`config.mk`:
```
export PLATFORM = sky130hd
export DESIGN_NAME = mem_arbiter_flat
export DESIGN_NICKNAME = d
export VERILOG_FILES = /design/src/design/machine_pkg.sv /design/src/design/mem_bus_if.sv /design/src/design/mem_arbiter.sv /design/src/flat_wrapper.sv
export SDC_FILE = /design/constraint.sdc
export NUM_CORES = 1
export LEC_CHECK = 0
export BUFFER_PORTS_ARGS = -buffer_cell sky130_fd_sc_hd__clkbuf_2
export CAP_MARGIN = 20
export CORE_AREA = 2 2 84 86
export CTS_BUF_LIST = sky130_fd_sc_hd__clkbuf_16
export CTS_CLUSTER_DIAMETER = 40
export DETAILED_ROUTE_END_ITERATION = 12
export DIE_AREA = 0 0 86 88
export PLACE_DENSITY = 0.56
export SYNTH_ARGS = -nofsm -noshare
export SYNTH_HDL_FRONTEND = slang
export SYNTH_SLANG_ARGS = --single-unit
```
`constraint.sdc`:
```
create_clock -name clk -period 0.8 [get_ports clk]
set_input_delay 0 -clock clk [delete_from_list [all_inputs] [get_ports clk]]
set_output_delay 0 -clock clk [all_outputs]
set_load 0.01 [all_outputs]
```
`src/design/machine_pkg.sv`:
```
`default_nettype none

package machine_pkg;

   // byte address into the 8 KiB data space
   parameter int ADDR_W = 13;
   parameter int DATA_W = 32;
   parameter int MASK_W = 4;   // byte lanes per word

   // lane convention, shared by the RAM, the load/store unit and the model:
   //   byte lane k lives in data bits 8k+7 down to 8k
   //   lane k is enabled by wr_mask bit 3-k, so mask bit 3 is the low byte
   //   e.g. sb to offset 0 -> 4'b1000, sh to offset 2 -> 4'b0011

   // RV32 load/store operations
   typedef enum logic [2:0] {
      op_lb,
      op_lh,
      op_lw,
      op_lbu,
      op_lhu,
      op_sb,
      op_sh,
      op_sw
   } mem_op_t;

endpackage

`default_nettype wire

```
`src/design/mem_bus_if.sv`:
```
`timescale 1ns/10ps
`default_nettype none

// one word-access port, single-cycle request strobes
interface mem_bus_if;

   logic                           rd_en;
   logic                           wr_en;
   logic [machine_pkg::ADDR_W-1:0] addr;
   logic [machine_pkg::DATA_W-1:0] wr_data;
   logic [machine_pkg::MASK_W-1:0] wr_mask;
   logic [machine_pkg::DATA_W-1:0] rd_data;   // only meaningful with rd_valid
   logic                           rd_valid;  // one cycle after rd_en

   modport requester (
      output rd_en,
      output wr_en,
      output addr,
      output wr_data,
      output wr_mask,
      input  rd_data,
      input  rd_valid
   );

   modport memory (
      input  rd_en,
      input  wr_en,
      input  addr,
      input  wr_data,
      input  wr_mask,
      output rd_data,
      output rd_valid
   );

endinterface

`default_nettype wire

```
`src/design/mem_arbiter.sv`:
```
`timescale 1ns/10ps
`default_nettype none

module mem_arbiter (
   input  logic                           clk,
   input  logic                           reset,
   input  logic                           fetch_en,
   input  logic [machine_pkg::ADDR_W-1:0] fetch_addr,
   output logic [machine_pkg::DATA_W-1:0] fetch_data,
   output logic                           fetch_valid,
   output logic                           fetch_stall,
   mem_bus_if.memory                      lsu_bus,
   mem_bus_if.requester                   ram_bus
);

   logic lsu_req;
   logic fetch_go;
   logic owner_lsu;   // who issued the read now returning

   assign lsu_req  = lsu_bus.rd_en | lsu_bus.wr_en;
   assign fetch_go = fetch_en & ~lsu_req;

   // load/store always wins, a colliding fetch is dropped
   assign fetch_stall = fetch_en & lsu_req;

   assign ram_bus.rd_en   = lsu_bus.rd_en | fetch_go;
   assign ram_bus.wr_en   = lsu_bus.wr_en;
   assign ram_bus.wr_data = lsu_bus.wr_data;
   assign ram_bus.wr_mask = lsu_bus.wr_mask;

   always_comb begin
      if (lsu_req) begin
         ram_bus.addr = lsu_bus.addr;
      end else begin
         ram_bus.addr = {fetch_addr[machine_pkg::ADDR_W-1:2], 2'b00};   // fetch is word only
      end
   end

   // one bit is enough, reads return in the next cycle
   always_ff @(posedge clk) begin
      if (reset) begin
         owner_lsu <= 1'b0;
      end else if (ram_bus.rd_en) begin
         owner_lsu <= lsu_bus.rd_en;
      end
   end

   // data goes to both sides, only the strobe is steered
   assign fetch_data       = ram_bus.rd_data;
   assign lsu_bus.rd_data  = ram_bus.rd_data;
   assign fetch_valid      = ram_bus.rd_valid & ~owner_lsu;
   assign lsu_bus.rd_valid = ram_bus.rd_valid & owner_lsu;

endmodule

`default_nettype wire

```
`src/flat_wrapper.sv`:
```
// flat-port wrapper written by rule: the top's interface ports become plain ports
module mem_arbiter_flat 
  (clk, reset, fetch_en, fetch_addr, fetch_data, fetch_valid, fetch_stall, lsu_bus_rd_en, lsu_bus_wr_en, lsu_bus_addr, lsu_bus_wr_data, lsu_bus_wr_mask, lsu_bus_rd_data, lsu_bus_rd_valid, ram_bus_rd_en, ram_bus_wr_en, ram_bus_addr, ram_bus_wr_data, ram_bus_wr_mask, ram_bus_rd_data, ram_bus_rd_valid);
  mem_bus_if lsu_bus_i ();
  mem_bus_if ram_bus_i ();
  input  logic clk;
  input  logic reset;
  input  logic fetch_en;
  input  logic [machine_pkg::ADDR_W-1:0] fetch_addr;
  output logic [machine_pkg::DATA_W-1:0] fetch_data;
  output logic fetch_valid;
  output logic fetch_stall;
  input wire logic [$bits(lsu_bus_i.rd_en)-1:0] lsu_bus_rd_en;
  input wire logic [$bits(lsu_bus_i.wr_en)-1:0] lsu_bus_wr_en;
  input wire logic [$bits(lsu_bus_i.addr)-1:0] lsu_bus_addr;
  input wire logic [$bits(lsu_bus_i.wr_data)-1:0] lsu_bus_wr_data;
  input wire logic [$bits(lsu_bus_i.wr_mask)-1:0] lsu_bus_wr_mask;
  output wire logic [$bits(lsu_bus_i.rd_data)-1:0] lsu_bus_rd_data;
  output wire logic [$bits(lsu_bus_i.rd_valid)-1:0] lsu_bus_rd_valid;
  output wire logic [$bits(ram_bus_i.rd_en)-1:0] ram_bus_rd_en;
  output wire logic [$bits(ram_bus_i.wr_en)-1:0] ram_bus_wr_en;
  output wire logic [$bits(ram_bus_i.addr)-1:0] ram_bus_addr;
  output wire logic [$bits(ram_bus_i.wr_data)-1:0] ram_bus_wr_data;
  output wire logic [$bits(ram_bus_i.wr_mask)-1:0] ram_bus_wr_mask;
  input wire logic [$bits(ram_bus_i.rd_data)-1:0] ram_bus_rd_data;
  input wire logic [$bits(ram_bus_i.rd_valid)-1:0] ram_bus_rd_valid;
  assign lsu_bus_i.rd_en = lsu_bus_rd_en;
  assign lsu_bus_i.wr_en = lsu_bus_wr_en;
  assign lsu_bus_i.addr = lsu_bus_addr;
  assign lsu_bus_i.wr_data = lsu_bus_wr_data;
  assign lsu_bus_i.wr_mask = lsu_bus_wr_mask;
  assign lsu_bus_rd_data = lsu_bus_i.rd_data;
  assign lsu_bus_rd_valid = lsu_bus_i.rd_valid;
  assign ram_bus_rd_en = ram_bus_i.rd_en;
  assign ram_bus_wr_en = ram_bus_i.wr_en;
  assign ram_bus_addr = ram_bus_i.addr;
  assign ram_bus_wr_data = ram_bus_i.wr_data;
  assign ram_bus_wr_mask = ram_bus_i.wr_mask;
  assign ram_bus_i.rd_data = ram_bus_rd_data;
  assign ram_bus_i.rd_valid = ram_bus_rd_valid;
  mem_arbiter u_core (.clk(clk), .reset(reset), .fetch_en(fetch_en), .fetch_addr(fetch_addr), .fetch_data(fetch_data), .fetch_valid(fetch_valid), .fetch_stall(fetch_stall), .lsu_bus(lsu_bus_i), .ram_bus(ram_bus_i));
endmodule
```
==> metrics <==
outcome finished with violations; worst min path class primary input to primary output; vias in the first global route 527; buffering stage count on the worst path with inverters included 3; Worst Setup Path Type primary input to primary output; R2R depth 2; Finished Layout Cells 152; area delta synth->final -39.3%; Final Util 9.34%; most frequent cells in the layout 46 x clkbuf_2, 7 x mux2_4, 4 x mux2_2; routed vias/inst 3.14; global-route wire length before repair 2.71 mm; Starting Density 15.4%; Inst Count DP 152; Clock Latency Late Sink 0 ns; global-route usage over all layers 4.63%; die area 0.00757 mm²; RSZ-0062 raised after global routing true; Slew HR 92.0%; largest reg by FF count u_core.owner_lsu; Worst IR Drop VDD 129 µV; power density over the cells 580 mW/mm²; fin crit period 0.847 ns; Post-Syn Area per Cell 8.18 µm²; placed wire-length estimate 1.90 mm; max reg flops 1; Post-DRT Antenna Nets 0; post-synthesis sequential area ratio 1.96%; die height 88 µm; Final Hold Vio Count 0; most common cell after layout, fill and taps aside clkbuf_2; clk_skew 0 ns; CP Launch Type primary input; crit path cell chain clkbuf_8 -> nor2_4 -> buf_12 -> mux2_2 -> clkbuf_2; I/O pins 218; mapped cell area 0.00102 mm²; post-synthesis register bit count 1; Placer Congestion 0.773; post-synth cell types 13; hold wc startpoint lsu_bus_wr_data[23]; Reg2Reg Setup Slack 0.25 ns; first drt pass iteration count 2; postcts setup bufs 0; Final Slew Violations 0; global route total overflow 0; share of cells above drive strength 1 90.3%; crit share post-route 106%; worst path arrival time 0.85 ns; # diodes 0; CP max stage delay 0.33 ns; via count 478; Crit. End Element primary output; Req. time, crit path 0.80 ns; final setup vio count 11; measured slew at the worst slew-check pin 0.121 ns; worst-path fanout max 14; biggest regs u_core.owner_lsu x1; largest net degree at the start of global routing 15; Worst R2R Start u_core.owner_lsu; final wirelength 2.03 mm; Core Area 0.00664 mm²; Reg2Reg Capture Point u_core.owner_lsu; failing checks setup timing; Post-synth EDFFs 0; Hold Crit Endpoint ram_bus_wr_data[23]; WHS Path Cells 0; final setup margin -0.0469 ns; Final #Nets 174; initial antenna violation count 0; 1st-iter DRT viols 7; drt wl/cell 13.4 µm; fraction of registers with async set/reset 0%; static leakage 0.000323 µW; row count 30; Crit-path slowest cell mux2_2; Die Wd 86 µm; Syn Inst Count 125; Post-synth top flop dfxtp_1; PortBufs 47; fmax 1.18 GHz; Mapped Nets 225; CP top delay family buffers and inverters; Max Cap Viol 0; # DRC 0; YS warnings 0
==> stage by stage <==
stage / power (µW) / setup WS [ns] / TNS, ns / hold slack [ns] / cell area [µm²]
4_1_cts: 364 / -0.0560 / -0.398 / 0.0000686 / 621
6_report: 360 / -0.0469 / -0.311 / 0.00000347 / 621
3_3_place_gp: 356 / -0.0440 / -0.277 / 0.0000686 / 612
5_1_grt: 389 / -0.0894 / -0.679 / 0.0000213 / 621
3_5_place_dp: 359 / -0.0554 / -0.387 / 0.0000686 / 612
2_1_floorplan: 727 / 0.181 / 0 / 0.0918 / 1020
==> power by group <==
part	switching, µW	internal (µW)
Sequential	2.73	55.5
Combinational	118	184
Clock	0	0
Total	121	239
==> synth_stat cells, types with 2 or more instances <==
master | n | area [µm²]
mux2_4 | 7 | 105
mux2_2 | 4 | 45.0
nor2b_1 | 2 | 12.5
buf_4 | 101 | 758
and2b_2 | 3 | 26.3
==> per-layer routing <==
layer | part of all wire (%) | vias to the layer above | GRT usage [%]
li1 | - | 180 | -
met1 | 12 | 187 | 2.01
met2 | 56 | 88 | 9.65
met3 | 24 | 23 | 3.30
met4 | 7.7 | 0 | 4.18
met5 | 0 | - | 0
==> worst max path at each step <==
stage                  startpoint               end  slack [ns]  depth (start not counted)
finish              lsu_bus_rd_en  ram_bus_addr[12]       -0.05                          5
global route        lsu_bus_rd_en   ram_bus_addr[2]       -0.09                          5
CTS                 lsu_bus_rd_en   ram_bus_addr[2]       -0.06                          5
detailed placement  lsu_bus_rd_en   ram_bus_addr[2]       -0.06                          5
global placement    lsu_bus_rd_en  ram_bus_addr[12]       -0.04                          5
floorplan           lsu_bus_rd_en  ram_bus_addr[10]        0.18                          3
==> final cells by class <==
| class | instances | area (µm²) |
|---|---|---|
| repair buffers | 49 | 272 |
| inverters | 1 | 3.75 |
| fillers | 760 | 6020 |
| multi-input cells | 21 | 225 |
| well taps | 80 | 100 |
| flip-flops and latches | 1 | 20.0 |
==> what timing repair did <==
item | in CTS | in global routing
resized for setup | 1 | 0
setup endpoints to repair | 11 | 11
hold buffers | 0 | 0
==> logic make-up (layout without fill, tap and decap cells) <==
kind of cell / Yosys count / in the layout / share of synthesized area (%)
AND/OR/NAND/NOR: 9 / 9 / 6.73
AO/OA/AOI/OAI: 1 / 1 / 0.612
multiplexers: 11 / 11 / 14.7
buffers and inverters: 103 / 50 / 76.0
flip-flops: 1 / 1 / 1.96
Note: power is estimated with default switching activity, not from simulation.
