### src/design/machine_pkg.sv
`default_nettype none

package machine_pkg;

   // byte address into the 8 KiB data space
   parameter int ADDR_W = 13;
   parameter int DATA_W = 32;
   parameter int MASK_W = 4;   // byte lanes per word

   // lane convention, shared by the RAM, the load/store unit and the model:
   //   byte lane k lives in data bits 8k+7 down to 8k
   //   lane k is enabled by wr_mask bit 3-k, so mask bit 3 is the low byte
   //   e.g. sb to offset 0 -> 4'b1000, sh to offset 2 -> 4'b0011

   // RV32 load/store operations
   typedef enum logic [2:0] {
      op_lb,
      op_lh,
      op_lw,
      op_lbu,
      op_lhu,
      op_sb,
      op_sh,
      op_sw
   } mem_op_t;

endpackage

`default_nettype wire

### src/design/mem_bus_if.sv
`timescale 1ns/10ps
`default_nettype none

// one word-access port, single-cycle request strobes
interface mem_bus_if;

   logic                           rd_en;
   logic                           wr_en;
   logic [machine_pkg::ADDR_W-1:0] addr;
   logic [machine_pkg::DATA_W-1:0] wr_data;
   logic [machine_pkg::MASK_W-1:0] wr_mask;
   logic [machine_pkg::DATA_W-1:0] rd_data;   // only meaningful with rd_valid
   logic                           rd_valid;  // one cycle after rd_en

   modport requester (
      output rd_en,
      output wr_en,
      output addr,
      output wr_data,
      output wr_mask,
      input  rd_data,
      input  rd_valid
   );

   modport memory (
      input  rd_en,
      input  wr_en,
      input  addr,
      input  wr_data,
      input  wr_mask,
      output rd_data,
      output rd_valid
   );

endinterface

`default_nettype wire

### src/design/lsu.sv
`timescale 1ns/10ps
`default_nettype none

module lsu (
   input  logic                           clk,
   input  logic                           reset,
   input  logic                           mem_en,
   input  machine_pkg::mem_op_t           mem_op,
   input  logic [machine_pkg::ADDR_W-1:0] mem_addr,
   input  logic [machine_pkg::DATA_W-1:0] mem_wdata,
   output logic [machine_pkg::DATA_W-1:0] load_data,
   output logic                           load_valid,
   output logic                           misaligned,
   mem_bus_if.requester                   bus
);

   logic [1:0]           offset;
   logic                 is_load;
   logic                 is_half;
   logic                 is_word;
   logic                 bad_align;
   machine_pkg::mem_op_t op_q;
   logic [1:0]           off_q;
   logic [7:0]           lane_b;
   logic [15:0]          lane_h;

   assign offset = mem_addr[1:0];

   // decode direction and access size
   always_comb begin
      is_load = 1'b1;
      is_half = 1'b0;
      is_word = 1'b0;
      case (mem_op)
         machine_pkg::op_lh, machine_pkg::op_lhu: is_half = 1'b1;
         machine_pkg::op_lw: is_word = 1'b1;
         machine_pkg::op_sb: is_load = 1'b0;
         machine_pkg::op_sh: begin
            is_load = 1'b0;
            is_half = 1'b1;
         end
         machine_pkg::op_sw: begin
            is_load = 1'b0;
            is_word = 1'b1;
         end
         default: ;   // lb, lbu
      endcase
   end

   assign bad_align = (is_half & offset[0]) | (is_word & (offset != 2'b00));

   // misaligned accesses never reach the RAM
   assign bus.rd_en = mem_en & is_load & ~bad_align;
   assign bus.wr_en = mem_en & ~is_load & ~bad_align;
   assign bus.addr  = mem_addr;

   // replicate store data so every lane holds it, the mask picks the lanes
   always_comb begin
      if (is_word) begin
         bus.wr_data = mem_wdata;
         bus.wr_mask = 4'b1111;
      end else if (is_half) begin
         bus.wr_data = {2{mem_wdata[15:0]}};
         bus.wr_mask = 4'b1100 >> offset;
      end else begin
         bus.wr_data = {machine_pkg::MASK_W{mem_wdata[7:0]}};
         bus.wr_mask = 4'b1000 >> offset;
      end
   end

   // remember how to unpack the returning word
   always_ff @(posedge clk) begin
      if (bus.rd_en) begin
         op_q  <= mem_op;
         off_q <= offset;
      end
   end

   always_ff @(posedge clk) begin
      if (reset) begin
         misaligned <= 1'b0;
      end else begin
         misaligned <= mem_en & bad_align;
      end
   end

   assign lane_b = bus.rd_data[8*off_q +: 8];
   assign lane_h = bus.rd_data[16*off_q[1] +: 16];

   always_comb begin
      case (op_q)
         machine_pkg::op_lb:  load_data = {{(machine_pkg::DATA_W-8){lane_b[7]}}, lane_b};
         machine_pkg::op_lbu: load_data = {{(machine_pkg::DATA_W-8){1'b0}}, lane_b};
         machine_pkg::op_lh:  load_data = {{(machine_pkg::DATA_W-16){lane_h[15]}}, lane_h};
         machine_pkg::op_lhu: load_data = {{(machine_pkg::DATA_W-16){1'b0}}, lane_h};
         default:             load_data = bus.rd_data;
      endcase
   end

   // the arbiter never delays us, so the return strobe is the load strobe
   assign load_valid = bus.rd_valid;

endmodule

`default_nettype wire

### src/flat_wrapper.sv
// flat-port wrapper written by rule: the top's interface ports become plain ports
module lsu_flat 
  (clk, reset, mem_en, mem_op, mem_addr, mem_wdata, load_data, load_valid, misaligned, bus_rd_en, bus_wr_en, bus_addr, bus_wr_data, bus_wr_mask, bus_rd_data, bus_rd_valid);
  mem_bus_if bus_i ();
  input  logic clk;
  input  logic reset;
  input  logic mem_en;
  input  machine_pkg::mem_op_t mem_op;
  input  logic [machine_pkg::ADDR_W-1:0] mem_addr;
  input  logic [machine_pkg::DATA_W-1:0] mem_wdata;
  output logic [machine_pkg::DATA_W-1:0] load_data;
  output logic load_valid;
  output logic misaligned;
  output wire logic [$bits(bus_i.rd_en)-1:0] bus_rd_en;
  output wire logic [$bits(bus_i.wr_en)-1:0] bus_wr_en;
  output wire logic [$bits(bus_i.addr)-1:0] bus_addr;
  output wire logic [$bits(bus_i.wr_data)-1:0] bus_wr_data;
  output wire logic [$bits(bus_i.wr_mask)-1:0] bus_wr_mask;
  input wire logic [$bits(bus_i.rd_data)-1:0] bus_rd_data;
  input wire logic [$bits(bus_i.rd_valid)-1:0] bus_rd_valid;
  assign bus_rd_en = bus_i.rd_en;
  assign bus_wr_en = bus_i.wr_en;
  assign bus_addr = bus_i.addr;
  assign bus_wr_data = bus_i.wr_data;
  assign bus_wr_mask = bus_i.wr_mask;
  assign bus_i.rd_data = bus_rd_data;
  assign bus_i.rd_valid = bus_rd_valid;
  lsu u_core (.clk(clk), .reset(reset), .mem_en(mem_en), .mem_op(mem_op), .mem_addr(mem_addr), .mem_wdata(mem_wdata), .load_data(load_data), .load_valid(load_valid), .misaligned(misaligned), .bus(bus_i));
endmodule
### config.mk
export PLATFORM = sky130hd
export DESIGN_NAME = lsu_flat
export DESIGN_NICKNAME = d
export VERILOG_FILES = /design/src/design/machine_pkg.sv /design/src/design/mem_bus_if.sv /design/src/design/lsu.sv /design/src/flat_wrapper.sv
export SDC_FILE = /design/constraint.sdc
export NUM_CORES = 1
export LEC_CHECK = 0
export BUFFER_PORTS_ARGS = -buffer_cell sky130_fd_sc_hd__buf_2
export CAP_MARGIN = 15
export CORE_UTILIZATION = 38
export DETAILED_ROUTE_END_ITERATION = 10
export PLACE_DENSITY = 0.82
export SYNTH_ARGS = -nofsm -noshare
export SYNTH_HDL_FRONTEND = slang
export SYNTH_SLANG_ARGS = --single-unit
### constraint.sdc
create_clock -name clk -period 2.6 [get_ports clk]
set_clock_uncertainty 0.05 [all_clocks]
set_input_delay 0.26 -clock clk [delete_from_list [all_inputs] [get_ports clk]]
set_output_delay 0.26 -clock clk [all_outputs]
set_load 0.1 [all_outputs]
==> results of run 1 <==
path summary, 6_finish.rpt:
kind,from,endpoint,cells past startpoint
max,u_core.op_q[1],load_data[4],5
min,reset,u_core.misaligned,2
per-layer routing:
metal  GRT usage, %  up-vias  share of wire [%]
li1               -     1090                  -
met1          26.27     1047                 40
met2          45.81      110                 54
met3          2.391        2                6.2
met4          3.922        0               0.44
met5              0        -                  0
power by group:
part	switching (mW)	leakage, nW	internal, mW	total, mW
Clock	0.0377	0.0228	0.105	0.143
Sequential	0.00807	0.0547	0.113	0.121
Combinational	1.26	1.39	0.460	1.72
Total	1.30	1.47	0.678	1.98
kinds of logic after synthesis:
family | share of synthesized area, %
buf+inv | 16.29
simple gates | 13.85
compound gates | 34.69
xor+xnor | 2.377
mux | 23.56
flops | 9.233
synth_stat cells, drive strengths merged, types with 4 or more instances:
master	instances
clkbuf	10
nor2b	4
nand2b	5
edfxtp	5
a21oi	12
inv	8
a21o	18
mux2i	13
buf	33
nand2	13
mux2	19
o21ai	11
mux4	4
a221o	12
nor2	19
registers in the layout, summed over array words and instances, names as in the netlist:
name,flops
u_core.op_q,3
u_core.off_q,2
u_core.misaligned,1
area by class of cell:
type | count | area [sq um] | share of cell area [%]
tap | 52 | 65.06 | 2.252
timing repair buffer | 157 | 1156 | 40.02
sequential | 6 | 170.2 | 5.890
multi-input combinational | 177 | 1423 | 49.24
inverter | 8 | 30.03 | 1.039
clock buffer | 4 | 45.04 | 1.559
what timing repair did:
item                       in CTS  in global routing
setup buffers                   0                  2
hold buffers                    0                  0
resized for setup               2                  4
cloned                          0                  0
pin swaps                       0                  0
setup endpoints to repair      14                  5
==> results.txt, run 1 <==
Broken down by cell family, the worst path's largest delay share belongs to multiplexers. The logs give 2809 sq um for the cell area after placement and 2106 for the number of global-route vias before repair. The sum of overflow across all layers after global routing is 0, and the mean area per synthesized cell is 7.876 sq um. At the end of the flow the core is filled with cells to 64.14%. Walking the worst path, the cells encountered are xnor2_2, and3_2, mux4_2, o21a_1, buf_2. The worst IR drop on VDD is 0.0004310 V. The top cell types in the final layout, fill and taps aside, are sky130_fd_sc_hd__buf_2 (119), sky130_fd_sc_hd__buf_12 (22), sky130_fd_sc_hd__mux2_2 (19). From left edge to right edge, the die measures 71.64 um.

The maximum clock frequency is 0.3996 GHz. No sink is reached through more buffers than the 2 on the longest clock path. The initial antenna violation count came out at 0. The quantity of I/O buffers inserted on ports is 144, and the synthesis-stage register bit count is 6.

For this run, design rule violations remaining after detail routing come to 0. The most used flip-flop cell after synthesis is sky130_fd_sc_hd__edfxtp_1. For this run, the register share of the synthesized area comes to 9.233%. Across the run, the number of max-cap violations was 0. The final number of hold-violating endpoints is 0.

The antenna diode instance count came out at 0. The congestion estimate from routability-driven global placement came to 0.9138. The run gives 437 as the count of nets after finishing. Capturing element type of the critical path: an output port. For this design, the slowest cell found on the critical path is sky130_fd_sc_hd__mux4_2. The floorplan step defined a die boundary enclosing 5132 sq um. sky130_fd_sc_hd__mux2_2 takes more of the synthesized area than any other cell.

In the final timing run, aggregate negative setup slack is 0 ns. STA puts the critical path data arrival time at 2.19 ns. Critical path data required time: 2.29 ns.

The post-route antenna net violation count is 0. The flow ran to the end, and the final reports show no timing, DRC or antenna violations. The sum of buffers and inverters on the critical path came out at 1. Setup violations remaining at the end of the flow were counted as 0.

For the worst relative slew slack, the log shows 57.92%. Counting every instance in the synthesized netlist gives 234. Final hold analysis gives a worst-case slack of 0.1624 ns. For this run, the number of Yosys warnings is 0. The setup path with the least slack is of type flop to output port. The total power divided by cell area was 686.5 nW/um^2; the sum of net half-perimeters after detailed placement was 4924 um.

The initial core utilization is 40.92%, and the violation count after the first detailed-routing iteration is 95. The final-layout fill cell count is 357. The count of distinct cell types in the synthesized netlist came out at 45.

The number of buffers added by the clock tree synthesis step was 3; the total number of H-tree levels was 1. Combined global-route utilization of all metal layers: 22.96%. The run gives 2889 sq um as the total non-filler cell area in the finished layout.

For the pin with the worst max-slew slack, the measured transition is 0.6230 ns. The first global-routing pass estimated 9756 um of wire. STA classifies the critical path startpoint as a flop. Max-slew violation count: 0. The final route contains 2249 vias. TritonCTS built the clock tree.

Yosys mapped a number of flops with a built-in enable equal to 5. Share of flip-flops with an asynchronous set or reset: 0%. 169 I/O pins were placed.

The average wire per cell in the routed design works out to 15.18 um. The non-filler instance count after layout is 404, and the post-route fraction of the period consumed by the critical path is 96.25%. The layout overhead on the synthesized area was 56.75%. The number of nets handed over by synthesis was 318.

The critical-path maximum fanout is 6, and the largest net degree at the start of global routing is 28. The post-route netlist has 57.39% of its cells at a drive strength greater than 1. The clock drives 6 sinks.

The logs give 6 for the first-pass iteration count of the detailed router and 6132 um for the wire length after detailed routing. The run gives 0.1589 ns as the worst setup slack before clock tree synthesis. The library cell used most frequently in the layout, excluding fill and tap cells, is sky130_fd_sc_hd__buf_2. The area share of the largest cell type after synthesis was 11.61%; the number of rows created at floorplan was 24. Dividing the detail-routed via count by the number of cells gives 5.567. For the number of cells after detailed placement, the log shows 398.

The run gives 0.09750 ns as the final worst-path setup slack. The tools report the master cell of the clock root buffer as sky130_fd_sc_hd__clkbuf_8. Counting I/O delays and the setup requirement, the final critical path takes 2.503 ns.

By area the synthesized netlist is led by sky130_fd_sc_hd__mux2_2 (12%), sky130_fd_sc_hd__buf_4 (9.4%), sky130_fd_sc_hd__edfxtp_1 (8.1%). The total area inside the core boundary comes to 4504 sq um. The analysis attributes to cell leakage a power of 1.466 nW. The synthesized netlist occupies a cell area of 1843 sq um. The largest stage delay on the critical path was 0.52 ns. The design draws 1.983 mW.

The height of the chip works out to 71.64 um. Setup repair after global routing left no endpoint under its margin. The class of the tightest hold or removal check was input pin to flop. After clock tree synthesis, the clock-pin slew on the worst setup and hold paths is 0.03 ns.
Power figures use the tool's default switching activity.
==> inputs of run 2 (changes only) <==
--- a/config.mk
+++ b/config.mk
@@ -7,9 +7,11 @@
 export LEC_CHECK = 0
 export BUFFER_PORTS_ARGS = -buffer_cell sky130_fd_sc_hd__buf_2
 export CAP_MARGIN = 15
+export CORE_ASPECT_RATIO = 2
 export CORE_UTILIZATION = 38
 export DETAILED_ROUTE_END_ITERATION = 10
 export PLACE_DENSITY = 0.82
+export SETUP_SLACK_MARGIN = 0.4
 export SYNTH_ARGS = -nofsm -noshare
 export SYNTH_HDL_FRONTEND = slang
 export SYNTH_SLANG_ARGS = --single-unit
==> run 2 against run 1 <==
Design area increased by 26%. Sequential power increased by 3%. Global-route usage increased by 8.4 points. Core utilization increased by 14 points. Critical path depth increased by 2. Clock power increased by 3%. Cell count increased by 7.9%. Die area increased by 0.34%. Maximum frequency increased by 4.7%. Total power increased by 16%. Critical path type unchanged. Largest power group unchanged. Highest routed layer unchanged.
==> results.txt, run 2 (synthesis results as in run 1) <==
Setup repair after global routing could not meet its margin everywhere. Cells fill 78.41% of the core in the end. The routed design has 8848 um of wire. The run finished with clean final reports. For the worst IR drop on VDD, the log shows 0.0004373 V. 169 I/O pins were placed. The non-filler instance count after layout was 436; the final number of hold-violating endpoints was 0. The finished cells cover 3640 sq um.

For the worst setup path, the data required time is 2.29 ns. Startpoint-to-endpoint class of the critical path: flop to output port. Using the TritonRoute via totals, the vias-per-cell ratio works out to 6.021. The first global-routing pass estimated 12290 um of wire. Power spread over the standard cell area amounts to 631.6 nW/um^2.

The final worst hold slack is 0.1508 ns, and the first-pass iteration count of the detailed router is 4. For the footprint of the multi-input gates, the log shows 1757 sq um. u_core.op_q holds more flip-flops than any other register.

Dividing the final minimum period by the clock period gives 91.92%. TritonCTS built the clock tree. In the final layout, the share of cells above drive strength 1 is 71.39%. The number of rows created at floorplan was 35; the x dimension of the die was 51.25 um. After detailed routing, the number of remaining DRC violations is 0. The sum of net half-perimeters after detailed placement was 5524 um; the post-route antenna net violation count was 0.

The total die area was 5150 sq um. The tool flagged a number of max-cap violations equal to 0. For this configuration, the core starts out at a cell density of 39.70%.

The worst hold path was traced through 2 stages. The number of placed instances, taps included, is 403. Headroom to the max-slew limit came out at 67.33%.

In the global route stage, overall resource usage came out at 31.32%. The core region is 4642 sq um. The number of sinks driven by the clock tree is 6. The flip-flop count of the largest register after layout came out at 3. For the count of nets after finishing, the log shows 466.

The worst setup path is captured at an output port. For this run, the top clock speed supported by timing is 0.4184 GHz. The number of buffers inserted for hold repair after clock tree synthesis was 0.

The startpoint identified for the worst hold timing path is reset. The tools report the max-slew violation count as 0. The class of the tightest hold or removal check was input pin to flop. Leaving out fill and tap cells, the most frequent cell in the layout is sky130_fd_sc_hd__buf_2. The worst hold path terminates at u_core.misaligned. For the final-layout fill cell count, the log shows 275. Summing all placed instances gives a cell area of 2960 sq um. The run gives 2.299 mW as the total power after layout. Entering global routing, the biggest net connects 28 pins. Setup violations remaining at the end of the flow were counted as 0.

The routed layout has 2625 vias. For the pin with the worst max-slew slack, the measured transition is 0.4935 ns. 0 antenna diodes ended up in the layout. The largest registers in the layout are u_core.op_q (3), u_core.off_q (2), u_core.misaligned (1). In this run, the number of DRC markers left after iteration 0 of detailed routing was 78.

In the final routed layout, each cell accounts on average for 20.29 um. The tools report the initial antenna violation count as 0. Area of all sequential standard cells: 170.2 sq um. The routability congestion estimate came out at 0.8397. The tools report the total leakage power as 1.704 nW.

The height of the chip is 100.5 um. The run gives 1 as the total number of H-tree levels. In the layout the commonest cells are sky130_fd_sc_hd__buf_2 (108), sky130_fd_sc_hd__buf_12 (30), sky130_fd_sc_hd__buf_4 (30).

From synthesis to final layout, the design area changed by 97.49%. The number of buffers added by the clock tree synthesis step is 3. After clock tree synthesis, the clock-pin slew on the worst setup and hold paths is 0.04 ns. The critical-path maximum fanout works out to 8.

The sum of overflow across all layers after global routing was 0. In this run the tool buffered the top-level ports with 144 buffer cells. The clock passes through at most 2 buffers.

The master cell of the clock root buffer is sky130_fd_sc_hd__clkbuf_8. For the critical path data arrival time, the log shows 2.08 ns. The number of global-route vias before repair was 2697; the time the final worst path needs with I/O delays and setup was 2.390 ns. The kind of start point of the critical path was a flop.
[run 2: through the flow]
step | worst slack [ns] | TNS, ns
after floorplan | -0.08708 | -0.08708
after detailed placement | 0.2449 | 0
after global routing | 0.1449 | 0
after CTS | 0.2736 | 0
after global placement | 0.3302 | 0
final | 0.2101 | 0
[run 2: how the worst max path moves through the flow]
stage	start	to	slack [ns]
after floorplan	u_core.op_q[0]	load_data[7]	-0.09
after global placement	u_core.op_q[2]	load_data[0]	0.33
after detailed placement	u_core.op_q[1]	load_data[4]	0.24
after CTS	u_core.off_q[1]	load_data[19]	0.27
after global routing	u_core.off_q[1]	load_data[26]	0.14
final	u_core.op_q[0]	load_data[26]	0.21
[run 2: timing repair]
item                       CTS  global route
resized for setup           45            40
pin swaps                    3            10
setup buffers               15            11
gates cloned                 2             1
setup endpoints to repair   32            44
[run 2: final cells by class]
| cell class | instances | share of cell area, % |
|---|---|---|
| clock buffer | 4 | 1.238 |
| inverter | 8 | 0.9625 |
| multi-input combinational | 178 | 48.26 |
| sequential | 6 | 4.675 |
| tap | 55 | 1.891 |
| timing repair buffer | 185 | 42.97 |
[run 2: per-layer routing]
layer  up-vias  part of all wire, %  GRT usage [%]
met5         -                    0              0
li1       1169                    -              -
met2       204                   54          60.83
met4         0                  6.1          19.75
met1      1209                   31          28.07
met3        43                  8.4          5.279
[run 2: report_power, final]
| part | switching (mW) | total (mW) | internal, mW |
|---|---|---|---|
| Combinational | 1.38 | 2.03 | 0.650 |
| Sequential | 0.0115 | 0.125 | 0.113 |
| Clock | 0.0422 | 0.148 | 0.106 |
[run 2: worst max-delay path, stage by stage (launching register included)]
cell and delay [ns]:
sky130_fd_sc_hd__edfxtp_1 0.43, sky130_fd_sc_hd__buf_6 0.17, sky130_fd_sc_hd__buf_12 0.13, sky130_fd_sc_hd__buf_12 0.12, sky130_fd_sc_hd__a2111oi_4 0.46, sky130_fd_sc_hd__buf_6 0.25
sky130_fd_sc_hd__a21o_4 0.13, sky130_fd_sc_hd__buf_12 0.17
